## src/rtl/queue_mem_pkg.sv

```systemverilog
////////////////////
// Widths, stream structs and keep coding shared by the queue memory blocks.
// Keep must never be all zero; the encoding has no code for it.
////////////////////

`default_nettype none

package queue_mem_pkg;

    ////////////////////
    // Widths

    localparam int data_bytes     = 8;
    localparam int data_bytes_log = 3;
    localparam int page_w         = 4;
    localparam int offset_w       = 2;
    localparam int queue_w        = 3;
    localparam int port_w         = 1;
    localparam int addr_w         = page_w + offset_w;

    ////////////////////
    // Stream structs

    typedef struct packed {
        logic                    valid;
        logic [data_bytes*8-1:0] data;
        logic [data_bytes-1:0]   keep;
        logic                    last;
        // Sampled on the first word of a packet only
        logic [page_w-1:0]       sop_page;
        logic [page_w-1:0]       sop_next_page;
        logic [offset_w-1:0]     sop_tail;
    } enq_word_t;

    typedef struct packed {
        logic               valid;
        logic [queue_w-1:0] queue;
    } deq_req_t;

    typedef struct packed {
        logic                valid;
        logic [queue_w-1:0]  queue;
        logic [page_w-1:0]   page;
        logic [offset_w-1:0] offset;
    } head_load_t;

    typedef struct packed {
        logic [data_bytes_log-1:0] keep_encoded;
        logic                      last;
    } blen_entry_t;

    typedef struct packed {
        logic                    valid;
        logic [data_bytes*8-1:0] data;
        logic [data_bytes-1:0]   keep;
        logic                    last;
        logic [port_w-1:0]       egress_port;
    } word_out_t;

    typedef struct packed {
        logic                    valid;
        logic [data_bytes_log:0] valid_bytes;
        logic                    last;
        logic [queue_w-1:0]      queue;
    } deq_note_t;

    typedef struct packed {
        logic              valid;
        logic [page_w-1:0] page;
    } page_free_t;

    typedef struct packed {
        logic               valid;
        logic [addr_w-1:0]  address;
        logic [queue_w-1:0] queue;
    } rd_cmd_t;

    typedef struct packed {
        logic              valid;
        logic [page_w-1:0] from_page;
        logic [page_w-1:0] to_page;
    } page_link_t;

    ////////////////////
    // Functions

    // Word address of a page and offset, page in the upper part
    function automatic logic [addr_w-1:0] page_addr(
        input logic [page_w-1:0]   page,
        input logic [offset_w-1:0] offset,
        input int                  words_per_page
    );
        return addr_w'(page * words_per_page + offset);
    endfunction

    // All ones maps to 0, otherwise the count of valid low bytes
    function automatic logic [data_bytes_log-1:0] encode_keep(
        input logic [data_bytes-1:0] keep
    );
        for (int i = 1; i < data_bytes; i++) begin
            if (!keep[i]) begin
                return data_bytes_log'(i);
            end
        end
        return '0;
    endfunction

    function automatic logic [data_bytes-1:0] decode_keep(
        input logic [data_bytes_log-1:0] keep_encoded
    );
        logic [data_bytes-1:0] keep;
        keep = '0;
        if (keep_encoded == '0) begin
            return '1;
        end
        for (int i = 0; i < data_bytes; i++) begin
            if (i < keep_encoded) begin
                keep[i] = 1'b1;
            end
        end
        return keep;
    endfunction

    function automatic logic [data_bytes_log:0] valid_bytes_of(
        input logic [data_bytes_log-1:0] keep_encoded
    );
        return (keep_encoded == '0) ? (data_bytes_log+1)'(data_bytes) : {1'b0, keep_encoded};
    endfunction

endpackage

`default_nettype wire

```

## src/rtl/dequeue_formatter.sv

```systemverilog
////////////////////
// Egress port is the queue id divided by queues_per_port
////////////////////

`timescale 1ns/1ps
`default_nettype none

module dequeue_formatter #(
    parameter int queues_per_port = 4
) (
    input  logic                                   packet_in,
    input  logic                                   rst_n,
    input  logic                                   rd_valid,
    input  logic [queue_mem_pkg::data_bytes*8-1:0] rd_data,
    input  queue_mem_pkg::blen_entry_t             rd_blen,
    input  logic [queue_mem_pkg::queue_w-1:0]      rd_queue,
    output queue_mem_pkg::word_out_t               word_out,
    output queue_mem_pkg::deq_note_t               deq_note
);

    logic [queue_mem_pkg::port_w-1:0]       egress_port;
    logic [queue_mem_pkg::data_bytes-1:0]   keep;
    logic [queue_mem_pkg::data_bytes_log:0] valid_bytes;

    assign egress_port = queue_mem_pkg::port_w'(rd_queue / queues_per_port);
    assign keep        = queue_mem_pkg::decode_keep(rd_blen.keep_encoded);
    assign valid_bytes = queue_mem_pkg::valid_bytes_of(rd_blen.keep_encoded);

    ////////////////////
    // Output registers

    always_ff @(posedge packet_in) begin
        word_out.data        <= rd_data;
        word_out.keep        <= keep;
        word_out.last        <= rd_blen.last;
        word_out.egress_port <= egress_port;

        deq_note.valid_bytes <= valid_bytes;
        deq_note.last        <= rd_blen.last;
        deq_note.queue       <= rd_queue;

        if (!rst_n) begin
            word_out.valid <= 1'b0;
            deq_note.valid <= 1'b0;
        end else begin
            // Word and notice leave together
            word_out.valid <= rd_valid;
            deq_note.valid <= rd_valid;
        end
    end

endmodule

`default_nettype wire

```

## config.mk

```make
export PLATFORM = sky130hd
export DESIGN_NAME = dequeue_formatter
export DESIGN_NICKNAME = d
export VERILOG_FILES = /design/src/rtl/queue_mem_pkg.sv /design/src/rtl/dequeue_formatter.sv
export SDC_FILE = /design/constraint.sdc
export NUM_CORES = 1
export LEC_CHECK = 0
export BUFFER_PORTS_ARGS = -buffer_cell sky130_fd_sc_hd__buf_4
export CAP_MARGIN = 20
export CORE_MARGIN = 10
export CORE_UTILIZATION = 32
export CTS_BUF_LIST = sky130_fd_sc_hd__clkbuf_4 sky130_fd_sc_hd__clkbuf_8 sky130_fd_sc_hd__clkbuf_16
export DETAILED_ROUTE_END_ITERATION = 8
export PLACE_DENSITY = 0.76
export SLEW_MARGIN = 10
export SYNTH_ARGS = -nofsm -noshare
export SYNTH_HDL_FRONTEND = slang
export SYNTH_SLANG_ARGS = --single-unit
export TNS_END_PERCENT = 1
```

## constraint.sdc

```tcl
create_clock -name packet_in -period 0.8 [get_ports packet_in]
set_clock_uncertainty 0.15 [all_clocks]
set_input_delay 0.04 -clock packet_in [delete_from_list [all_inputs] [get_ports packet_in]]
set_output_delay 0.04 -clock packet_in [all_outputs]
set_load 0.02 [all_outputs]
```

==> summary.md <==
| Metric | Value |
|---|---|
| Run status | `complete, but fails checks` |
| Failing checks | `hold timing, setup timing` |
| Clk slew on worst S/H paths | `100 ps` |
| Mux contribution to synthesized area | `0` |
| Complex-gate fraction of the synthesized area | `0.007148` |
| # diodes | `0` |
| Crit path launch type | `register` |
| Sequential share of the synthesized area | `0.9264` |
| Drt drc | `0` |
| Final worst path period share | `1.305` |
| Synth top cells by count | `dfxtp_1, nand2_1, buf_4, clkbuf_1, inv_1` |
| F_max | `0.9577 GHz` |
| Die footprint | `0.008828 sq mm` |
| CTS Buf Count | `9` |
| Worst-path maximum fanout | `1` |
| CTS tree | `done` |
| IO Port Bufs | `157` |
| Largest net degree at the start of global routing | `14` |
| Clk buf depth | `2` |
| CP delay by family, top | `flip-flops` |
| Crit path capture type | `primary output` |
| WP buf/inv | `1` |
| Initial DRT Pass Iterations | `3` |
| Total global-route track usage | `0.1808` |
| Avg Inst Size Synth | `16.83 sq um` |
| Worst path required time | `610 ps` |
| Num rows | `26` |
| Initial antenna violation count | `0` |
| CTS Root Cell | `clkbuf_8` |
| Seq cells post-synth | `81` |
| Drt first-iter violations | `20` |
| Vias in the first global route | `1987` |
| Synth Area in Simple Gates | `0.02931` |
| Syn Inst Count | `104` |
| Htree depth | `3` |
| CP max stage cell | `dfxtp_2` |
| Die Height | `93.96 um` |
| Area grow syn2layout | `148.7%` |
| Final core utilization | `0.8365` |
| P per Cell Area | `2174 mW/mm^2` |
| Nets | `412` |
| Hold Path Class | `in -> reg` |
| Async SR Flop Fraction | `0` |
| Largest family of logic cells by synthesized area | `buffers and inverters` |
| RSZ-0062 raised after global routing | `yes` |
| Post-synth top area cell | `dfxtp_1` |
| Final wirelength | `8.535 mm` |
| Final Power | `9.465 mW` |
| Vias | `1660` |
| Static leakage | `2.034 nW` |
| Post-synth EDFFs | `0` |
| Max-Cap Viols | `0` |
| Chip width | `93.96 um` |
| DR WL/cell | `20.67 um` |
| RD Place Congestion | `0.7749` |
| Arr. time, crit path | `850 ps` |
| First-pass GRT wire length | `11.77 mm` |
| Final setup violation count | `84` |
| Yosys warnings | `0` |
| Antenna-violating nets left | `0` |
| Hold-fix buffers at CTS | `70` |
| Layout cell share with drive strength beyond 1 | `0.7522` |
| Netlist cell types | `15` |
| Cells taking the most area after synthesis | `dfxtp_1, buf_4, nand2_1, buf_6, clkbuf_1` |
| Worst hold slack | `-272.2 ps` |
| Top-count cell post-synth | `dfxtp_1` |
| Peak supply drop | `1.950 mV` |
| Max-slew violations | `0` |
| Hold Fails Final Rpt | `11` |
| Main synth FF type | `dfxtp_1` |
| Post-route cell area | `0.004354 sq mm` |
| Post-Syn Nets | `178` |
| Synthesized area | `0.001750 sq mm` |
| Final setup margin | `-244.1 ps` |
| CORE AREA | `0.005205 sq mm` |
| Synth Area in XOR/XNOR | `0.005004` |
| Adder-cell share of the synthesized area | `0` |
| # IOs | `158` |
| Crit Path Class | `reg -> out` |
| Synth top area share | `0.9264` |
| Critical Path Max Stage Delay | `380 ps` |
| Starting Density | `0.3363` |
| Post-CTS Setup Inserts | `0` |
| Final Critical Period | `1044 ps` |
| CP Cell Sequence | `buf_6` |
| Area after DPL | `0.002994 sq mm` |
| Clk sink count | `81` |
| Grt ovf | `0` |
| Via density | `4.019` |
[registers in the layout, summed over array words and instances, names as in the netlist]
register	cells
deq_note	9
word_out	72
[placed cells by master, fill, tap and decap left out]
master and instances:
or3_4 1, dlygate4sd3_1 70, dfxtp_2 81, nand2_1 5, bufinv_16 3, conb_1 1
o21bai_1 1, nand2b_1 1, buf_6 84, and2_1 1, nor2_1 1, clkbuf_4 2
nand3_1 1, clkinv_2 1, buf_4 76, clkinv_4 1, clkbuf_8 9, xor2_1 1
inv_1 2, o21ai_0 1
[where the power goes]
part,internal [mW],switching (mW)
Combinational,0.880,0.571
Clock,2.15,1.45
Sequential,4.30,0.123
[worst paths after layout]
check / startpoint / end / slack [ps] / cells past startpoint
worst max-delay path: word_out[21] / word_out[21] / -240 / 1
worst min-delay path: rd_blen[2] / deq_note[5] / -270 / 1
[logic make-up after synthesis]
kind of cell           count (synthesis)
buffers and inverters                  9
AND/OR/NAND/NOR                       10
AO/OA/AOI/OAI                          2
XOR/XNOR                               1
flip-flops                            81
other                                  1
[final cells by class]
cell class | count | area, sq um
Fill cell | 260 | 850.8
Multi-Input combinational cell | 14 | 76.32
Timing Repair Buffer | 230 | 2217
Tap cell | 70 | 87.58
Sequential cell | 81 | 1723
Clock buffer | 11 | 138.9
Clock inverter | 5 | 103.9
Inverter | 2 | 7.507
[layer usage]
layer / global-route usage / share of wire
met5: 0 / 0
met4: 0.06582 / 0.014
met3: 0.05995 / 0.073
met2: 0.3675 / 0.58
met1: 0.1564 / 0.33
[through the flow]
step | TNS (ps) | setup WS, ps | std cells
after floorplan | 0 | 15.13 | 104
after global placement | -105.5 | -25.66 | 327
after detailed placement | -169.1 | -52.24 | 327
after CTS | -14900 | -207.8 | 413
after global routing | -16690 | -263.8 | 413
final | -14310 | -244.1 | 413
[what timing repair did]
item / CTS / global route
setup endpoints to repair: 84 / 84
hold endpoints to repair: 80 / 11
pin swaps: 0 / 0
resized for setup: 162 / 3
(Power assumes the default switching activity.)
