==> config.mk <==
export PLATFORM = sky130hd
export DESIGN_NAME = enqueue_writer
export DESIGN_NICKNAME = d
export VERILOG_FILES = /design/src/rtl/queue_mem_pkg.sv /design/src/rtl/enqueue_writer.sv
export SDC_FILE = /design/constraint.sdc
export NUM_CORES = 1
export LEC_CHECK = 0
export BUFFER_PORTS_ARGS = -buffer_cell sky130_fd_sc_hd__buf_2
export CORE_ASPECT_RATIO = 1.1
export CORE_MARGIN = 10
export CORE_UTILIZATION = 41
export DETAILED_ROUTE_END_ITERATION = 8
export PLACE_DENSITY = 0.82
export SYNTH_ARGS = -nofsm -noshare
export SYNTH_HDL_FRONTEND = slang
export SYNTH_SLANG_ARGS = --single-unit
export TNS_END_PERCENT = 100
==> constraint.sdc <==
create_clock -name packet_in -period 2.75 [get_ports packet_in]
set_clock_uncertainty 0.05 [all_clocks]
set_input_delay 0.1375 -clock packet_in [delete_from_list [all_inputs] [get_ports packet_in]]
set_output_delay 0.1375 -clock packet_in [all_outputs]
set_load 0.01 [all_outputs]
==> src/rtl/queue_mem_pkg.sv <==
////////////////////
// Widths, stream structs and keep coding shared by the queue memory blocks.
// Keep must never be all zero; the encoding has no code for it.
////////////////////

`default_nettype none

package queue_mem_pkg;

    ////////////////////
    // Widths

    localparam int data_bytes     = 8;
    localparam int data_bytes_log = 3;
    localparam int page_w         = 4;
    localparam int offset_w       = 2;
    localparam int queue_w        = 3;
    localparam int port_w         = 1;
    localparam int addr_w         = page_w + offset_w;

    ////////////////////
    // Stream structs

    typedef struct packed {
        logic                    valid;
        logic [data_bytes*8-1:0] data;
        logic [data_bytes-1:0]   keep;
        logic                    last;
        // Sampled on the first word of a packet only
        logic [page_w-1:0]       sop_page;
        logic [page_w-1:0]       sop_next_page;
        logic [offset_w-1:0]     sop_tail;
    } enq_word_t;

    typedef struct packed {
        logic               valid;
        logic [queue_w-1:0] queue;
    } deq_req_t;

    typedef struct packed {
        logic                valid;
        logic [queue_w-1:0]  queue;
        logic [page_w-1:0]   page;
        logic [offset_w-1:0] offset;
    } head_load_t;

    typedef struct packed {
        logic [data_bytes_log-1:0] keep_encoded;
        logic                      last;
    } blen_entry_t;

    typedef struct packed {
        logic                    valid;
        logic [data_bytes*8-1:0] data;
        logic [data_bytes-1:0]   keep;
        logic                    last;
        logic [port_w-1:0]       egress_port;
    } word_out_t;

    typedef struct packed {
        logic                    valid;
        logic [data_bytes_log:0] valid_bytes;
        logic                    last;
        logic [queue_w-1:0]      queue;
    } deq_note_t;

    typedef struct packed {
        logic              valid;
        logic [page_w-1:0] page;
    } page_free_t;

    typedef struct packed {
        logic               valid;
        logic [addr_w-1:0]  address;
        logic [queue_w-1:0] queue;
    } rd_cmd_t;

    typedef struct packed {
        logic              valid;
        logic [page_w-1:0] from_page;
        logic [page_w-1:0] to_page;
    } page_link_t;

    ////////////////////
    // Functions

    // Word address of a page and offset, page in the upper part
    function automatic logic [addr_w-1:0] page_addr(
        input logic [page_w-1:0]   page,
        input logic [offset_w-1:0] offset,
        input int                  words_per_page
    );
        return addr_w'(page * words_per_page + offset);
    endfunction

    // All ones maps to 0, otherwise the count of valid low bytes
    function automatic logic [data_bytes_log-1:0] encode_keep(
        input logic [data_bytes-1:0] keep
    );
        for (int i = 1; i < data_bytes; i++) begin
            if (!keep[i]) begin
                return data_bytes_log'(i);
            end
        end
        return '0;
    endfunction

    function automatic logic [data_bytes-1:0] decode_keep(
        input logic [data_bytes_log-1:0] keep_encoded
    );
        logic [data_bytes-1:0] keep;
        keep = '0;
        if (keep_encoded == '0) begin
            return '1;
        end
        for (int i = 0; i < data_bytes; i++) begin
            if (i < keep_encoded) begin
                keep[i] = 1'b1;
            end
        end
        return keep;
    endfunction

    function automatic logic [data_bytes_log:0] valid_bytes_of(
        input logic [data_bytes_log-1:0] keep_encoded
    );
        return (keep_encoded == '0) ? (data_bytes_log+1)'(data_bytes) : {1'b0, keep_encoded};
    endfunction

endpackage

`default_nettype wire

==> src/rtl/enqueue_writer.sv <==
////////////////////
// A packet may span at most two pages: only one next page is held per packet.
// No back-pressure, every valid word is written.
////////////////////

`timescale 1ns/1ps
`default_nettype none

module enqueue_writer #(
    parameter int words_per_page = 4,
    parameter int num_pages      = 16
) (
    input  logic                                      packet_in,
    input  logic                                      rst_n,
    input  queue_mem_pkg::enq_word_t                  enq,
    output logic                                      wr_valid,
    output logic [queue_mem_pkg::addr_w-1:0]          wr_addr,
    output logic [queue_mem_pkg::data_bytes*8-1:0]    wr_data,
    output queue_mem_pkg::blen_entry_t                wr_blen,
    output queue_mem_pkg::page_link_t                 wr_link
);

    localparam logic [queue_mem_pkg::offset_w-1:0] last_off =
        queue_mem_pkg::offset_w'(words_per_page - 1);

    logic                                sop;
    logic [queue_mem_pkg::page_w-1:0]    cur_page;
    logic [queue_mem_pkg::page_w-1:0]    next_page;
    logic [queue_mem_pkg::offset_w-1:0]  tail;

    // Position of the word on the input this cycle
    logic [queue_mem_pkg::page_w-1:0]    word_page;
    logic [queue_mem_pkg::page_w-1:0]    word_next;
    logic [queue_mem_pkg::offset_w-1:0]  word_off;

    assign word_page = sop ? enq.sop_page      : cur_page;
    assign word_next = sop ? enq.sop_next_page : next_page;
    assign word_off  = sop ? enq.sop_tail      : tail;

    ////////////////////
    // Address generation

    always_ff @(posedge packet_in) begin
        if (enq.valid) begin
            if (sop) begin
                next_page <= enq.sop_next_page;
            end
            if (word_off == last_off) begin
                cur_page <= word_next;
                tail     <= '0;
            end else begin
                cur_page <= word_page;
                tail     <= word_off + 1'b1;
            end
        end
    end

    ////////////////////
    // Write command and page link

    always_ff @(posedge packet_in) begin
        wr_data              <= enq.data;
        wr_blen.keep_encoded <= queue_mem_pkg::encode_keep(enq.keep);
        wr_blen.last         <= enq.last;
        wr_addr              <= queue_mem_pkg::page_addr(word_page, word_off, words_per_page);
        wr_link.from_page    <= word_page;
        wr_link.to_page      <= word_next;

        if (!rst_n) begin
            sop           <= 1'b1;
            wr_valid      <= 1'b0;
            wr_link.valid <= 1'b0;
        end else begin
            wr_valid <= enq.valid;
            // Queue continues on the next page even if the packet ends here
            wr_link.valid <= enq.valid && (word_off == last_off);
            if (enq.valid) begin
                sop <= enq.last;
            end
        end
    end

    // First word must name a page that exists
    a_sop_page_range : assert property (
        @(posedge packet_in) disable iff (!rst_n)
        (enq.valid && sop) |-> (int'(enq.sop_page) < num_pages)
    );

endmodule

`default_nettype wire

==> impl_metrics.json <==
{
  "reg2reg_depth": 3,
  "required_ns": 2.79,
  "place_area_um2": 3150,
  "whs_ns": 0.0152,
  "nFillCells": 348,
  "synth_seq_area_share": 0.851,
  "io_buffer_count": 168,
  "overflow": 0,
  "path_delay_family": "buffers and inverters",
  "cts_tree": "built",
  "critPathMaxFanout": 7,
  "ant_nets": 0,
  "path_class": "primary input to flop",
  "start_kind": "primary input",
  "period_minus_slack_ns": 1.64,
  "grt_max_degree": 16,
  "start_util": 0.421,
  "clock_sinks": 91,
  "remaining_drc_errors": 0,
  "cts_root_buffer": "clkbuf_8",
  "nNetsFinal": 467,
  "syn2layout_area_growth_pct": 82.0,
  "p_leak_nw": 2.02,
  "wire_per_inst_um": 18.6,
  "drive_above_1_share": 0.514,
  "status": "complete, no violations",
  "cp_slowest_cell": "dlygate4sd3_1",
  "multiInputGateArea_um2": 283,
  "h-tree-depth": 3,
  "drv_slew": 0,
  "rows": 28,
  "core_um2": 5360,
  "yosys_warnings": 0,
  "path_cells": "dlygate4sd3_1, buf_2, mux2_1, ha_1, mux2_2",
  "gp_congestion": 0.721,
  "grt_use_total": 0.189,
  "max-slew-margin-rel": 0.813,
  "cts_buffer_depth": 2,
  "drt_iter0_markers": 39,
  "cp.arrival_ns": 1.68,
  "setup_viol": 0,
  "clk_pin_slew_ns": 0.08,
  "numCtsBuffers": 9,
  "post_cts_resized": 0,
  "fin_util": 0.766,
  "syn_area_per_cell_um2": 17.6,
  "dp_hpwl_um": 5350,
  "path_buf_inv": 2,
  "worst_pin_slew_ns": 0.281,
  "cpPeakStageDelay_ns": 0.53,
  "final_cell_area_um2": 4110,
  "grt_pass1_wl_um": 13100,
  "antenna_found_initial": 2,
  "max_freq_mhz": 611,
  "hold_depth": 2,
  "hp-class": "primary input to flop",
  "tns_ns": 0,
  "fin_crit_sh": 0.595,
  "end_kind": "flop",
  "synth_nets": 215,
  "ir_worst_vdd_mv": 0.402,
  "ios": 170,
  "viasPerCell": 4.19,
  "insertion_delay_ns": 0.34,
  "die_area_um2": 8880,
  "synth_cells": 128,
  "final-hold-violation-count": 0,
  "ys_ff_latch": 91,
  "drt_wl_total_um": 8590,
  "first_pass_iters": 4,
  "yosysUniqueCellTypes": 21,
  "synth_area_um2": 2260,
  "path_depth": 5,
  "regArea_um2": 1920,
  "die_w_um": 90.7,
  "vias": 1937,
  "die_h_um": 97.8,
  "p_per_area_nw_per_um2": 622,
  "maxCapViolCount": 0,
  "grt_pass1_vias": 2290,
  "rsz0062_at_grt": "no"
}
==> cells in the mapped netlist <==
cell type,number,area (µm²)
a311o_1,1,10.0
a31oi_1,1,6.26
a41oi_1,1,8.76
and2_1,1,6.26
and3_1,1,6.26
buf_4,4,30.0
buf_6,1,11.3
clkbuf_1,1,3.75
dfxtp_1,81,1620
edfxtp_1,10,300
ha_1,1,12.5
inv_1,2,7.51
mux2_1,1,11.3
mux2_2,6,67.6
mux2_4,7,105
mux2i_1,1,10.0
nand2_1,2,7.51
nand3_1,2,10.0
nor2_1,1,3.75
nor2b_1,2,12.5
o21ai_1,1,5.00
==> timing repair <==
| item | 4_1_cts | 5_1_grt |
|---|---|---|
| buffers inserted | 0 | 0 |
| setup endpoints to repair | 0 | 0 |
| endpoints found under the hold margin | 77 | 0 |
| hold buffers | 78 | 0 |
==> layout make-up <==
type	count	share of cell area
clock buffer	9	0.0302
multi-input combinational	29	0.0688
timing repair buffer	247	0.397
sequential	91	0.468
antenna	2	0.00122
clock inverter	7	0.0107
tap	75	0.0228
inverter	2	0.00183
==> cells by family (layout without fill, tap and decap cells) <==
kind of cell | count (synthesis) | after routing | share of synthesized area
AOI/OAI and AO/OA | 4 | 4 | 0.0133
adders and majority gates | 1 | 1 | 0.00554
buffers and inverters | 8 | 265 | 0.0233
DFF | 91 | 91 | 0.851
muxes | 15 | 15 | 0.0859
other | 0 | 2 | 0
and+or+nand+nor | 9 | 9 | 0.0205
==> where the power goes <==
group	switching, mW	total [mW]	leakage [nW]	internal, mW
logic	0.138	0.331	1.14	0.193
clock network	0.448	0.773	0.0931	0.326
registers	0.0241	1.45	0.781	1.43
total	0.610	2.55	2.02	1.94
==> worst paths after layout <==
kind	startpoint	endpoint	slack, ns
worst min-delay path	enq[3]	wr_link[1]$_DFF_P_	0.02
worst min register to register	cur_page[0]$_DFFE_PP_	wr_link[4]$_DFF_P_	0.45
worst max register to register	sop$_SDFFE_PN1P_	cur_page[0]$_DFFE_PP_	1.13
worst max-delay path	enq[1]	cur_page[0]$_DFFE_PP_	1.11
==> metal layers <==
| metal | vias up | track usage | share of wire |
|---|---|---|---|
| met3 | 4 | 0.102 | 0.13 |
| met2 | 113 | 0.336 | 0.54 |
| met4 | 0 | 0.0723 | 0.0047 |
| met5 | - | 0 | 0 |
| li1 | 928 | - | - |
| met1 | 892 | 0.180 | 0.33 |
==> registers in the layout, summed over array words and instances (netlist names) <==
register / count
cur_page: 4
next_page: 4
sop: 1
tail: 2
wr_addr: 3
wr_blen: 4
wr_data: 64
wr_link: 8
wr_valid: 1
==> metrics by stage <==
step	setup WS (ns)	power [mW]	std cells
2_1_floorplan	0.984	1.57	128
3_3_place_gp	1.13	1.70	366
3_5_place_dp	1.11	1.71	366
4_1_cts	1.11	2.55	460
5_1_grt	1.06	2.67	462
6_report	1.11	2.55	462
==> cells in the final DEF, fill, tap and decap left out, types with 2 or more instances in the layout <==
cell / synthesis / routed
buf_2: 0 / 168
clkinv_2: 0 / 4
nand2_1: 2 / 2
dlygate4sd3_1: 0 / 78
clkinv_4: 0 / 2
mux2_4: 7 / 7
nand3_1: 2 / 2
diode_2: 0 / 2
edfxtp_1: 10 / 10
dfxtp_1: 81 / 81
nor2b_1: 2 / 2
inv_1: 2 / 2
mux2_2: 6 / 6
clkbuf_8: 0 / 9
==> worst register-to-register path, cell delays in order, from the launching register on <==
cell	delay [ns]
dfxtp_1	0.36
mux2_2	0.37
ha_1	0.30
mux2_2	0.30
No activity file was read; power rests on OpenSTA's default activity.
