===== config.mk =====
export PLATFORM = sky130hd
export DESIGN_NAME = head_pointer_table
export DESIGN_NICKNAME = d
export VERILOG_FILES = /design/src/rtl/queue_mem_pkg.sv /design/src/rtl/head_pointer_table.sv
export SDC_FILE = /design/constraint.sdc
export NUM_CORES = 1
export LEC_CHECK = 0
export BUFFER_PORTS_ARGS = -buffer_cell sky130_fd_sc_hd__buf_2
export CAP_MARGIN = 25
export CORE_ASPECT_RATIO = 0.7
export CORE_MARGIN = 1
export CORE_UTILIZATION = 47
export DETAILED_ROUTE_END_ITERATION = 6
export SKIP_CTS_REPAIR_TIMING = 1
export SYNTH_ARGS = -nofsm -noshare
export SYNTH_HDL_FRONTEND = slang
export SYNTH_SLANG_ARGS = --single-unit

===== constraint.sdc =====
create_clock -name packet_in -period 4 [get_ports packet_in]
set_clock_uncertainty 0.15 [all_clocks]
set_input_delay 0.4 -clock packet_in [delete_from_list [all_inputs] [get_ports packet_in]]
set_output_delay 0.4 -clock packet_in [all_outputs]
set_load 0.02 [all_outputs]

===== src/rtl/queue_mem_pkg.sv =====
////////////////////
// Widths, stream structs and keep coding shared by the queue memory blocks.
// Keep must never be all zero; the encoding has no code for it.
////////////////////

`default_nettype none

package queue_mem_pkg;

    ////////////////////
    // Widths

    localparam int data_bytes     = 8;
    localparam int data_bytes_log = 3;
    localparam int page_w         = 4;
    localparam int offset_w       = 2;
    localparam int queue_w        = 3;
    localparam int port_w         = 1;
    localparam int addr_w         = page_w + offset_w;

    ////////////////////
    // Stream structs

    typedef struct packed {
        logic                    valid;
        logic [data_bytes*8-1:0] data;
        logic [data_bytes-1:0]   keep;
        logic                    last;
        // Sampled on the first word of a packet only
        logic [page_w-1:0]       sop_page;
        logic [page_w-1:0]       sop_next_page;
        logic [offset_w-1:0]     sop_tail;
    } enq_word_t;

    typedef struct packed {
        logic               valid;
        logic [queue_w-1:0] queue;
    } deq_req_t;

    typedef struct packed {
        logic                valid;
        logic [queue_w-1:0]  queue;
        logic [page_w-1:0]   page;
        logic [offset_w-1:0] offset;
    } head_load_t;

    typedef struct packed {
        logic [data_bytes_log-1:0] keep_encoded;
        logic                      last;
    } blen_entry_t;

    typedef struct packed {
        logic                    valid;
        logic [data_bytes*8-1:0] data;
        logic [data_bytes-1:0]   keep;
        logic                    last;
        logic [port_w-1:0]       egress_port;
    } word_out_t;

    typedef struct packed {
        logic                    valid;
        logic [data_bytes_log:0] valid_bytes;
        logic                    last;
        logic [queue_w-1:0]      queue;
    } deq_note_t;

    typedef struct packed {
        logic              valid;
        logic [page_w-1:0] page;
    } page_free_t;

    typedef struct packed {
        logic               valid;
        logic [addr_w-1:0]  address;
        logic [queue_w-1:0] queue;
    } rd_cmd_t;

    typedef struct packed {
        logic              valid;
        logic [page_w-1:0] from_page;
        logic [page_w-1:0] to_page;
    } page_link_t;

    ////////////////////
    // Functions

    // Word address of a page and offset, page in the upper part
    function automatic logic [addr_w-1:0] page_addr(
        input logic [page_w-1:0]   page,
        input logic [offset_w-1:0] offset,
        input int                  words_per_page
    );
        return addr_w'(page * words_per_page + offset);
    endfunction

    // All ones maps to 0, otherwise the count of valid low bytes
    function automatic logic [data_bytes_log-1:0] encode_keep(
        input logic [data_bytes-1:0] keep
    );
        for (int i = 1; i < data_bytes; i++) begin
            if (!keep[i]) begin
                return data_bytes_log'(i);
            end
        end
        return '0;
    endfunction

    function automatic logic [data_bytes-1:0] decode_keep(
        input logic [data_bytes_log-1:0] keep_encoded
    );
        logic [data_bytes-1:0] keep;
        keep = '0;
        if (keep_encoded == '0) begin
            return '1;
        end
        for (int i = 0; i < data_bytes; i++) begin
            if (i < keep_encoded) begin
                keep[i] = 1'b1;
            end
        end
        return keep;
    endfunction

    function automatic logic [data_bytes_log:0] valid_bytes_of(
        input logic [data_bytes_log-1:0] keep_encoded
    );
        return (keep_encoded == '0) ? (data_bytes_log+1)'(data_bytes) : {1'b0, keep_encoded};
    endfunction

endpackage

`default_nettype wire


===== src/rtl/head_pointer_table.sv =====
////////////////////
// A queue must be loaded before its first dequeue. A load wins over a
// same-cycle dequeue of that queue.
////////////////////

`timescale 1ns/1ps
`default_nettype none

module head_pointer_table #(
    parameter int words_per_page = 4,
    parameter int num_pages      = 16,
    parameter int num_queues     = 8
) (
    input  logic                        packet_in,
    input  logic                        rst_n,
    input  queue_mem_pkg::head_load_t   head_load,
    input  queue_mem_pkg::deq_req_t     deq_req,
    input  queue_mem_pkg::page_link_t   wr_link,
    output queue_mem_pkg::rd_cmd_t      rd_cmd,
    output queue_mem_pkg::page_free_t   page_free
);

    localparam logic [queue_mem_pkg::offset_w-1:0] last_off =
        queue_mem_pkg::offset_w'(words_per_page - 1);

    // Per-queue head
    logic [queue_mem_pkg::page_w-1:0]   head_page   [num_queues];
    logic [queue_mem_pkg::offset_w-1:0] head_offset [num_queues];
    logic [num_queues-1:0]              loaded;

    // Page links recorded by the writer
    logic [queue_mem_pkg::page_w-1:0]   link_next   [num_pages];

    logic [queue_mem_pkg::page_w-1:0]   req_page;
    logic [queue_mem_pkg::offset_w-1:0] req_off;
    logic                               req_page_end;

    assign req_page     = head_page[deq_req.queue];
    assign req_off      = head_offset[deq_req.queue];
    assign req_page_end = (req_off == last_off);

    always_ff @(posedge packet_in) begin
        if (wr_link.valid) begin
            link_next[wr_link.from_page] <= wr_link.to_page;
        end
    end

    ////////////////////
    // Head update

    always_ff @(posedge packet_in) begin
        if (deq_req.valid) begin
            if (req_page_end) begin
                head_offset[deq_req.queue] <= '0;
                head_page[deq_req.queue]   <= link_next[req_page];
            end else begin
                head_offset[deq_req.queue] <= req_off + 1'b1;
            end
        end
        if (head_load.valid) begin
            head_page[head_load.queue]   <= head_load.page;
            head_offset[head_load.queue] <= head_load.offset;
        end

        if (!rst_n) begin
            loaded <= '0;
        end else if (head_load.valid) begin
            loaded[head_load.queue] <= 1'b1;
        end
    end

    ////////////////////
    // Read command and page free

    always_ff @(posedge packet_in) begin
        rd_cmd.address <= queue_mem_pkg::page_addr(req_page, req_off, words_per_page);
        rd_cmd.queue   <= deq_req.queue;
        page_free.page <= req_page;

        if (!rst_n) begin
            rd_cmd.valid    <= 1'b0;
            page_free.valid <= 1'b0;
        end else begin
            rd_cmd.valid    <= deq_req.valid;
            page_free.valid <= deq_req.valid && req_page_end;
        end
    end

    a_deq_loaded : assert property (
        @(posedge packet_in) disable iff (!rst_n)
        deq_req.valid |-> loaded[deq_req.queue]
    );

endmodule

`default_nettype wire


==> results by group, run 1 <==
Outcome
  – Status: finished with violations
  – Failing checks: DRC

Clock tree
  – CTS max path bufs: 2
  – Root Buffer: clkbuf_16
  – Sink Count: 123
  – Later-pin clock latency in the skew report: 0.42 ns
  – CTS tree: yes
  – CTS buffer count: 17
  – H-Tree Depth: 4
  – Worst-path clk slew: 0.06 ns

Synth
  – Yosys top cell area share: 54.7%
  – Syn Nets: 535
  – Netlist cell types: 48
  – Synthesis-stage register bit count: 123
  – Post-synthesis sequential area ratio: 58.3%
  – Synth top area cells: edfxtp_1 55%, a311oi_1 4.6%, mux4_2 4.4%
  – Mapped Cells: 509
  – Syn Area/Cell: 12.1 sq um
  – Syn. warnings: 0
  – Async set or reset register ratio after synthesis: 0%
  – Top_reg_cell synth: edfxtp_1
  – Synthesized area: 6150 sq um
  – Largest area contributor in the netlist: edfxtp_1
  – Commonest cells post-synth: 112 x edfxtp_1, 64 x nand2_1, 41 x nand4_1
  – Top-count cell post-synth: edfxtp_1
  – Post-synth EDFFs: 112

Pwr
  – Internal power: 2.66 mW
  – Static leakage: 2.41 nW
  – Tot Pwr: 3.61 mW
  – Seq pwr share: 41.1%
  – Clk pwr share: 44.2%
  – Switching part of the total power: 26.4%
  – Net Sw Power: 955 uW
  – VDD IR max: 0.319 mV
  – Pwr per Cell Area: 506 nW/um^2
  – Combinational share of power: 14.7%

Route
  – Initial drt markers: 621
  – Routed WL: 16600 um
  – Vias per cell: 6.53
  – DRC viols: 4
  – Routed vias: 4736
  – DR WL/cell: 22.9 um
  – DRT Pass-1 Iters: 7
  – Antenna viol nets, final: 0

STA
  – Hold Fails Final Rpt: 0
  – Final setup fails: 0
  – Unrepaired setup endpoints after global routing: no
  – Achievable Freq: 330 MHz
  – Final critical-path required period: 3.03 ns
  – Post-route setup slack: 0.969 ns
  – Slew @ Worst Pin: 1.01 ns
  – Slew Limit Fails: 0
  – TNS Setup: 0 ns
  – Final cycle utilization of the critical path: 75.8%
  – Worst slew margin: 32.5%

Floorplanning
  – Die Wd: 139 um
  – Initial core utilization: 48.8%
  – Core area: 12600 sq um
  – Row cnt: 34
  – Num ports: 40
  – Die Y: 97.7 um
  – Die ar.: 13500 sq um

Global route
  – Total grt overflow: 0
  – Pin count of the biggest net entering global routing: 36
  – GR Util met1: 42.1%
  – First-pass GRT wire length: 25500 um
  – Initial antenna violation count: 0
  – Total Routing Usage GR: 26.0%
  – GRT met3 Usage: 6.41%
  – Vias in the first global route: 4256
  – M2 GR Usage: 32.9%
  – Global route hottest layer: met1

Setup path
  – Crit Path Class: primary input to flip-flop
  – Worst-path maximum fanout: 32
  – CP Cell Sequence: buf_2, mux2_2, mux4_2, o211a_1, a311oi_1, nand4_1, o211ai_1
  – CP endpoint kind: flip-flop
  – Worst endpoint required time: 4.10 ns
  – WP data arrival: 3.13 ns
  – Crit-path slowest cell: o211a_1
  – Crit start category: primary input
  – CP max stage delay: 0.66 ns

Placed design
  – Hpwl dp: 11900 um
  – Dpl ws: 0.624 ns
  – IO buf count: 39
  – # placed instances: 693
  – Final GP Congestion: 0.895
  – Placed cell areas: 6530 sq um

Layout
  – Final net count: 576
  – Antenna fix cells: 0
  – Area growth, synth to finish: 16.2%
  – Fraction of layout cells with a size suffix above 1: 21.5%
  – Finished Cell Area: 7140 sq um
  – Non-Filler Instances: 725
  – Layout fillers: 1019

Worst hold path
  – Hold crit path type: primary input to flip-flop

Run
  – Max Cap Viol: 0
sequential cells by signal, indices dropped and copies added, names as in the netlist:
signal	flops
link_next	64
head_page	32
head_offset	16
rd_cmd	6
page_free	5
critical path, delay by kind of cell:
kind	cells	cell delay [ns]
and+or+nand+nor	1	0.20
buffers and inverters	1	0.36
AOI/OAI and AO/OA	3	1.24
muxes	2	0.92
cells by family (layout without fill, tap and decap cells):
group / after synthesis / in the layout / share of synthesized area [%]
flops: 123 / 123 / 58.3
fa+ha+maj: 1 / 1 / 0.204
buf+inv: 45 / 99 / 3.60
simple gates: 187 / 187 / 15.9
compound gates: 130 / 130 / 15.8
mux: 23 / 23 / 6.23
metal layers:
layer	vias to the layer above	routed length [um]
li1	2138	-
met1	2280	7660
met2	301	6570
met3	17	2230
met4	0	179
met5	-	0
worst paths after layout:
kind,startpoint,end,slack [ns],depth (start not counted)
worst max-delay path,deq_req[2],head_page[2][2],0.97,7
worst min-delay path,rst_n,rd_cmd[9],0.07,2
worst max register to register,head_page[4][2],head_page[2][2],1.05,6
worst min register to register,head_offset[6][1],rd_cmd[4],0.54,3
power groups by stage:
stage               combinational (mW)  clock, mW  sequential, mW
detailed placement               0.521          0            1.51
global route                     0.574       1.66            1.49
finish                           0.531       1.60            1.48
floorplan                        0.360          0            1.52
CTS                              0.522       1.61            1.48
global placement                 0.506          0            1.51
layout make-up:
| type | instances | area [sq um] | share of cell area (%) |
|---|---|---|---|
| clock buffer | 17 | 425 | 5.95 |
| clock inverter | 15 | 188 | 2.63 |
| inverter | 5 | 18.8 | 0.263 |
| multi-input combinational | 341 | 2360 | 33.0 |
| sequential | 123 | 3580 | 50.2 |
| tap | 162 | 203 | 2.84 |
| timing repair buffer | 62 | 368 | 5.15 |
per-stage QoR:
| stage | utilization, % | hold slack (ns) |
|---|---|---|
| 6_report | 56.7 | 0.0689 |
| 5_1_grt | 56.7 | 0.0623 |
| 4_1_cts | 56.7 | 0.0551 |
| 3_5_place_dp | 51.9 | 0.491 |
| 3_3_place_gp | 51.8 | 0.478 |
| 2_1_floorplan | - | 0.278 |
cell usage in the layout, fill, tap and decap left out, types with 2 or more instances in the layout:
cell,count
buf_2,39
or3b_2,2
edfxtp_1,112
inv_6,5
dfxtp_1,11
clkbuf_16,17
nand4b_1,5
nand2b_1,9
o21ai_0,31
nand4_1,41
and2_1,3
and3b_1,2
mux4_2,12
nor3_2,2
o211ai_1,34
a22oi_4,4
a311oi_1,32
clkinv_2,2
o21bai_1,4
nor3_1,4
nand3_1,22
bufinv_16,3
nand2_1,64
inv_1,4
a21oi_1,4
nand3b_1,7
mux2i_1,9
o22ai_1,11
clkinvlp_4,2
clkinv_4,2
nor2_1,18
buf_4,23
o21ai_1,4
No activity file was read; power rests on OpenSTA's default activity.
==> run 2, diff against run 1 <==
--- a/config.mk
+++ b/config.mk
@@ -11,6 +11,7 @@
 export CORE_MARGIN = 1
 export CORE_UTILIZATION = 47
 export DETAILED_ROUTE_END_ITERATION = 6
+export PLACE_DENSITY = 0.67
 export SKIP_CTS_REPAIR_TIMING = 1
 export SYNTH_ARGS = -nofsm -noshare
 export SYNTH_HDL_FRONTEND = slang
==> constraint.sdc (replaced) <==
create_clock -name packet_in -period 2.5 [get_ports packet_in]
set_clock_uncertainty 0.15 [all_clocks]
set_input_delay 0.25 -clock packet_in [delete_from_list [all_inputs] [get_ports packet_in]]
set_output_delay 0.25 -clock packet_in [all_outputs]
set_load 0.02 [all_outputs]
==> run 2 against run 1 <==
- the flow finishes with violations (DRC, setup timing)
- first-iteration DRC count increased by 15%
- hold slack got worse by 0.041 ns
- count of clock-buffer cells in the layout increased by 4
- sequential cell count unchanged
- power increased by 68%
- final cell count increased by 5.1%
- critical path depth unchanged
- sequential power increased by 61%
- routed wire length increased by 8.3%
- clock power increased by 64%
- via count increased by 5.7%
- critical endpoint is now head_page[6][1]
- largest cell class unchanged
==> results by group, run 2 (synthesis gave the netlist of run 1 again) <==
Outcome
  – Status: finished with violations (unchanged)
  – Failing checks: DRC, setup timing (was DRC)

Global route
  – Pin count of the biggest net entering global routing: 34 (was 36)
  – First-pass GRT wire length: 26700 um (was 25500 um)
  – Total grt overflow: 0 (unchanged)
  – Total Routing Usage GR: 26.8% (was 26.0%)
  – Vias in the first global route: 4627 (was 4256)
  – Initial antenna violation count: 0 (unchanged)

STA
  – Slew Limit Fails: 0 (unchanged)
  – TNS Setup: -0.471 ns (was 0 ns)
  – Final cycle utilization of the critical path: 106%
  – Slew @ Worst Pin: 0.804 ns (was 1.01 ns)
  – Final critical-path required period: 2.64 ns
  – Worst slew margin: 46.0% (was 32.5%)
  – Final setup fails: 10 (was 0)
  – Achievable Freq: 378 MHz
  – Post-route setup slack: -0.145 ns (was 0.969 ns)
  – Unrepaired setup endpoints after global routing: yes (was no)
  – Hold Fails Final Rpt: 0 (unchanged)

Placed design
  – IO buf count: 39 (unchanged)
  – # placed instances: 721 (was 693)
  – Final GP Congestion: 0.890 (was 0.895)
  – Hpwl dp: 12300 um (was 11900 um)

Route
  – Initial drt markers: 717 (was 621)
  – Vias per cell: 6.57 (was 6.53)
  – Antenna viol nets, final: 0 (unchanged)
  – DRT Pass-1 Iters: 7 (unchanged)
  – DR WL/cell: 23.6 um (was 22.9 um)
  – Routed WL: 18000 um (was 16600 um)
  – DRC viols: 6 (was 4)
  – Routed vias: 5006 (was 4736)

Layout
  – Most frequent cells in the layout: 112 x edfxtp_1, 63 x nand2_1, 48 x buf_4, 41 x nand4_1, 39 x buf_2 (was 112 x edfxtp_1, 64 x nand2_1, 41 x nand4_1, 39 x buf_2, 34 x o211ai_1)
  – Final net count: 613 (was 576)
  – Layout fillers: 950 (was 1019)
  – Largest registers: link_next x64, head_page x32, head_offset x16 (unchanged)
  – Max FFs per register: 64 (unchanged)
  – Biggest register: link_next (unchanged)
  – Commonest non-fill, non-tap cell in the layout: edfxtp_1 (unchanged)
  – Antenna fix cells: 0 (unchanged)
  – Area growth, synth to finish: 26.7% (was 16.2%)
  – Fraction of layout cells with a size suffix above 1: 31.5% (was 21.5%)
  – Non-Filler Instances: 762 (was 725)

Setup path
  – CP endpoint kind: flip-flop (unchanged)
  – WP data arrival: 2.74 ns (was 3.13 ns)
  – Crit Path Class: flip-flop to flip-flop (was primary input to flip-flop)
  – Reg2Reg Depth: 7 (was 6)
  – Worst-path maximum fanout: 8 (was 32)
  – Worst endpoint required time: 2.60 ns (was 4.10 ns)
  – Crit start category: flip-flop (was primary input)

Clock tree
  – CTS max path bufs: 2 (unchanged)
  – Worst-path clk slew: 0.06 ns (about the same)
  – Root Buffer: clkbuf_16 (unchanged)
  – CTS buffer count: 17 (unchanged)
  – H-Tree Depth: 4 (unchanged)
  – Sink Count: 123 (unchanged)
  – CTS tree: yes (unchanged)
  – Later-pin clock latency in the skew report: 0.41 ns (was 0.42 ns)

Pwr
  – Clk pwr share: 43.3% (was 44.2%)
  – Switching part of the total power: 25.6% (was 26.4%)
  – Combinational share of power: 17.4% (was 14.7%)
  – Static leakage: 2.68 nW (was 2.41 nW)
  – Pwr per Cell Area: 778 nW/um^2 (was 506 nW/um^2)
  – VDD IR max: 0.559 mV (was 0.319 mV)
  – Seq pwr share: 39.3% (was 41.1%)
  – Internal power: 4.51 mW (was 2.66 mW)
  – Net Sw Power: 1.55 mW (was 955 uW)

Worst hold path
  – Hold crit path type: primary input to flip-flop (unchanged)
  – Hold path depth: 2 (unchanged)

Floorplanning
  – Die ar.: 13500 sq um (unchanged)
  – Core area: 12600 sq um (unchanged)
  – Die Y: 97.7 um (unchanged)
  – Num ports: 40 (unchanged)
  – Row cnt: 34 (unchanged)
  – Die Wd: 139 um (unchanged)
  – Initial core utilization: 48.8% (unchanged)

Run
  – Max Cap Viol: 0 (unchanged)
==> run 2: path summary, 6_finish.rpt <==
kind / startpoint / end / slack, ns
min reg2reg: head_offset[6][0] / rd_cmd[3] / 0.58
max: head_page[0][2] / head_page[6][1] / -0.14
max reg2reg: head_page[0][2] / head_page[6][1] / -0.14
min: deq_req[3] / page_free[4] / 0.03
==> run 2: final cells by class <==
type | count | area, sq um | area share [%]
clock buffer | 21 | 460 | 5.91
clock inverter | 11 | 166 | 2.14
inverter | 5 | 18.8 | 0.241
multi-input combinational | 341 | 2580 | 33.1
sequential | 123 | 3580 | 46.0
tap | 162 | 203 | 2.60
timing repair buffer | 99 | 776 | 9.96
==> run 2: power by group through the flow <==
stage	logic [mW]	clock network (mW)	registers [mW]
final	1.05	2.62	2.38
after global routing	1.12	2.72	2.39
after CTS	0.921	2.63	2.38
after detailed placement	0.917	0	2.42
after global placement	0.889	0	2.42
after floorplan	0.576	0	2.43
==> run 2: through the flow <==
| step | util, % | cell area [sq um] | hold slack, ns | worst slack [ns] | total power, mW |
|---|---|---|---|---|---|
| 2_1_floorplan | - | 6150 | 0.128 | 0.0131 | 3.01 |
| 3_3_place_gp | 54.1 | 6820 | 0.346 | -0.189 | 3.31 |
| 3_5_place_dp | 54.1 | 6820 | 0.344 | -0.240 | 3.34 |
| 4_1_cts | 59.1 | 7440 | -0.0905 | -0.139 | 5.93 |
| 5_1_grt | 61.8 | 7790 | 0.0288 | -0.175 | 6.23 |
| 6_report | 61.8 | 7790 | 0.0279 | -0.145 | 6.06 |
==> run 2: routing by layer <==
layer / track usage (%) / part of all wire (%)
met3: 5.86 / 10
met4: 8.80 / 1.4
met2: 38.3 / 43
met5: 0 / 0
met1: 40.5 / 45
==> run 2: critical path: stages, from the launching register on <==
cell	delay [ns]
edfxtp_1	0.37
mux2_4	0.27
mux4_2	0.52
o211a_4	0.30
buf_12	0.15
a311oi_2	0.28
nand4_1	0.25
o211ai_1	0.17
==> run 3, diff against run 2 <==
--- a/config.mk
+++ b/config.mk
@@ -7,11 +7,13 @@
 export LEC_CHECK = 0
 export BUFFER_PORTS_ARGS = -buffer_cell sky130_fd_sc_hd__buf_2
 export CAP_MARGIN = 25
+export CELL_PAD_IN_SITES_DETAIL_PLACEMENT = 0
+export CELL_PAD_IN_SITES_GLOBAL_PLACEMENT = 1
 export CORE_ASPECT_RATIO = 0.7
 export CORE_MARGIN = 1
-export CORE_UTILIZATION = 47
+export CORE_UTILIZATION = 45
 export DETAILED_ROUTE_END_ITERATION = 6
-export PLACE_DENSITY = 0.67
+export PLACE_DENSITY_LB_ADDON = 0.1
 export SKIP_CTS_REPAIR_TIMING = 1
 export SYNTH_ARGS = -nofsm -noshare
 export SYNTH_HDL_FRONTEND = slang
==> constraint.sdc (replaced) <==
create_clock -name packet_in -period 2.4 [get_ports packet_in]
set_clock_uncertainty 0.15 [all_clocks]
set_input_delay 0.24 -clock packet_in [delete_from_list [all_inputs] [get_ports packet_in]]
set_output_delay 0.24 -clock packet_in [all_outputs]
set_load 0.02 [all_outputs]
==> run 3 against run 2 <==
- the flow finishes with violations (setup timing)
- non-clock buffer count grew 11
- sequential power grew 4%
- combinational power is essentially flat
- global-route usage grew 0.29 points
- count of clock-buffer cells in the layout shrank 4
- final cell count grew 4.5%
- register-to-register slack lost 0.07 ns
- critical endpoint is now head_page[3][1]
==> results by group, run 3 (synthesis gave the netlist of run 1 again) <==
Pwr
  – Static leakage: 2.74 nW (was 2.68 nW)
  – Tot Pwr: 6.34 mW (was 6.06 mW)
  – Pwr per Cell Area: 814 nW/um^2 (was 778 nW/um^2)
  – VDD IR max: 0.499 mV (was 0.559 mV)

Run
  – Max Cap Viol: 0 (unchanged)

Route
  – Met3 WL: 2030 um (was 1870 um)
  – Met2 WL: 6880 um (was 7840 um)
  – DRC viols: 0 (was 6)
  – Initial drt markers: 621 (was 717)
  – Routed WL: 18000 um (about the same)
  – Met1 WL: 8890 um (was 8050 um)
  – Uppermost layer routed: met4 (unchanged)
  – Vias per cell: 6.20 (was 6.57)
  – DRT Pass-1 Iters: 5 (was 7)
  – Antenna viol nets, final: 0 (unchanged)
  – Routed vias: 4938 (was 5006)
  – DR WL/cell: 22.6 um (was 23.6 um)

STA
  – Final setup fails: 33 (was 10)
  – Post-route setup slack: -0.214 ns (was -0.145 ns)
  – Hold WS: 0.0105 ns (was 0.0279 ns)
  – Final critical-path required period: 2.61 ns (was 2.64 ns)
  – Final cycle utilization of the critical path: 109% (was 106%)
  – Hold Fails Final Rpt: 0 (unchanged)
  – Slew Limit Fails: 0 (unchanged)
  – Unrepaired setup endpoints after global routing: yes (unchanged)
  – Slew @ Worst Pin: 0.771 ns (was 0.804 ns)
  – Achievable Freq: 383 MHz (was 378 MHz)
  – Worst slew margin: 48.2% (was 46.0%)

Setup path
  – R2r startpoint: head_page[4][2] (was head_page[0][2])
  – Crit Path Class: flip-flop to flip-flop (unchanged)
  – Reg2Reg Depth: 9 (was 7)
  – CP Cell Sequence: mux2_4, mux4_2, nor2_4, buf_12, buf_8, nand4b_1, buf_6, nand4_1, o211ai_1 (was mux2_4, mux4_2, o211a_4, buf_12, a311oi_2, nand4_1, o211ai_1)
  – WP data arrival: 2.60 ns (was 2.74 ns)
  – Crit start category: flip-flop (unchanged)
  – CP max stage delay: 0.52 ns (about the same)
  – Crit-path slowest cell: mux4_2 (unchanged)
  – FF-to-FF End: head_page[3][1] (was head_page[6][1])
  – Crit path buf inv count: 3 (was 1)
  – Worst setup startpoint: head_page[4][2] (was head_page[0][2])
  – CP top delay family: multiplexers (unchanged)
  – Worst-path maximum fanout: 8 (unchanged)
  – R2R Setup Slk: -0.21 ns (was -0.14 ns)
  – CP endpoint kind: flip-flop (unchanged)
  – Worst endpoint required time: 2.39 ns (was 2.60 ns)

Worst hold path
  – Hold path depth: 2 (unchanged)
  – Hold_sp: deq_req[3] (unchanged)
  – Hold crit path type: primary input to flip-flop (unchanged)
  – Endpoint, Worst Hold: rd_cmd[9] (was page_free[4])

Floorplanning
  – Core area: 13200 sq um (was 12600 sq um)
  – Initial core utilization: 46.5% (was 48.8%)
  – Row cnt: 35 (was 34)
  – Die ar.: 14100 sq um (was 13500 sq um)
  – Die Y: 99.8 um (was 97.7 um)
  – Num ports: 40 (unchanged)
  – Die Wd: 142 um (was 139 um)

Global route
  – Vias in the first global route: 4386 (was 4627)
  – First-pass GRT wire length: 27300 um (was 26700 um)
  – Total grt overflow: 0 (unchanged)
  – Initial antenna violation count: 0 (unchanged)
  – Pin count of the biggest net entering global routing: 33 (was 34)
  – Total Routing Usage GR: 27.1% (was 26.8%)

Clock tree
  – Sink Count: 123 (unchanged)
  – Worst-path clk slew: 0.06 ns (about the same)
  – CTS max path bufs: 2 (unchanged)
  – Root Buffer: clkbuf_16 (unchanged)
  – Later-pin clock latency in the skew report: 0.42 ns (was 0.41 ns)
  – H-Tree Depth: 4 (unchanged)
  – CTS tree: yes (unchanged)
  – CTS buffer count: 17 (unchanged)

Layout
  – Finished Cell Area: 7790 sq um (about the same)
  – Most frequent cells in the layout: 112 x edfxtp_1, 63 x nand2_1, 55 x buf_4, 41 x nand4_1, 39 x buf_2 (was 112 x edfxtp_1, 63 x nand2_1, 48 x buf_4, 41 x nand4_1, 39 x buf_2)
  – Fraction of layout cells with a size suffix above 1: 29.8% (was 31.5%)
  – Final net count: 624 (was 613)
  – Antenna fix cells: 0 (unchanged)
  – Commonest non-fill, non-tap cell in the layout: edfxtp_1 (unchanged)
  – Biggest register: link_next (unchanged)
  – Largest registers: link_next x64, head_page x32, head_offset x16 (unchanged)
  – Max FFs per register: 64 (unchanged)
  – Area growth, synth to finish: 26.7% (about the same)
  – Layout fillers: 1097 (was 950)

Outcome
  – Status: finished with violations (unchanged)
  – Failing checks: setup timing (was DRC, setup timing)

Placed design
  – IO buf count: 39 (unchanged)
  – Hpwl dp: 13000 um (was 12300 um)
  – Final GP Congestion: 0.855 (was 0.890)
  – Placed cell areas: 6980 sq um (was 6820 sq um)
run 3: cell types whose count changed in the layout (fill, tap and decap cells not counted), sizes merged:
cell         change
clkinv           +3
dlygate4sd3      -1
buf             +14
inv              +3
clkbuf           -6
clkinvlp         -2
run 3: worst max path at each step:
stage	to	slack, ns	depth (start not counted)
after floorplan	head_page[0][0]	0.03	8
after global placement	head_page[3][2]	-0.35	8
after detailed placement	head_page[0][2]	-0.35	8
after CTS	head_page[3][0]	-0.28	9
after global routing	head_page[3][0]	-0.27	9
final	head_page[3][1]	-0.21	9
run 3: report_power, final:
part	leakage, nW	internal (mW)	switching [mW]
logic	1.31	0.448	0.636
registers	1.11	2.46	0.0233
clock network	0.312	1.76	1.02
run 3: metrics by stage:
step,std cells,TNS (ns),util (%),setup slack (ns)
4_1_cts,791,-7.17,57.6,-0.284
3_5_place_dp,759,-12.46,52.7,-0.348
2_1_floorplan,509,0,-,0.0254
6_report,796,-4.64,58.9,-0.214
5_1_grt,796,-6.70,58.9,-0.265
3_3_place_gp,759,-12.12,52.7,-0.351
run 3: cell type report:
type | instances | area, sq um | area share, %
inverters | 5 | 21.3 | 0.273
repair buffers | 110 | 860 | 11.0
multi-input cells | 341 | 2460 | 31.5
well taps | 185 | 231 | 2.97
flip-flops and latches | 123 | 3580 | 46.0
clock inverters | 15 | 213 | 2.73
clock buffers | 17 | 425 | 5.46
run 3: routing by layer:
metal,vias up,track usage (%)
li1,2235,-
met1,2385,45.4
met2,295,34.3
met3,23,6.44
met4,0,6.37
met5,-,0
run 3: worst register-to-register path, stage by stage (launching register included):
cell and delay (ns):
edfxtp_1 0.42, mux2_4 0.27, mux4_2 0.52, nor2_4 0.13, buf_12 0.13, buf_8 0.12, nand4b_1 0.11, buf_6 0.15
nand4_1 0.16, o211ai_1 0.16
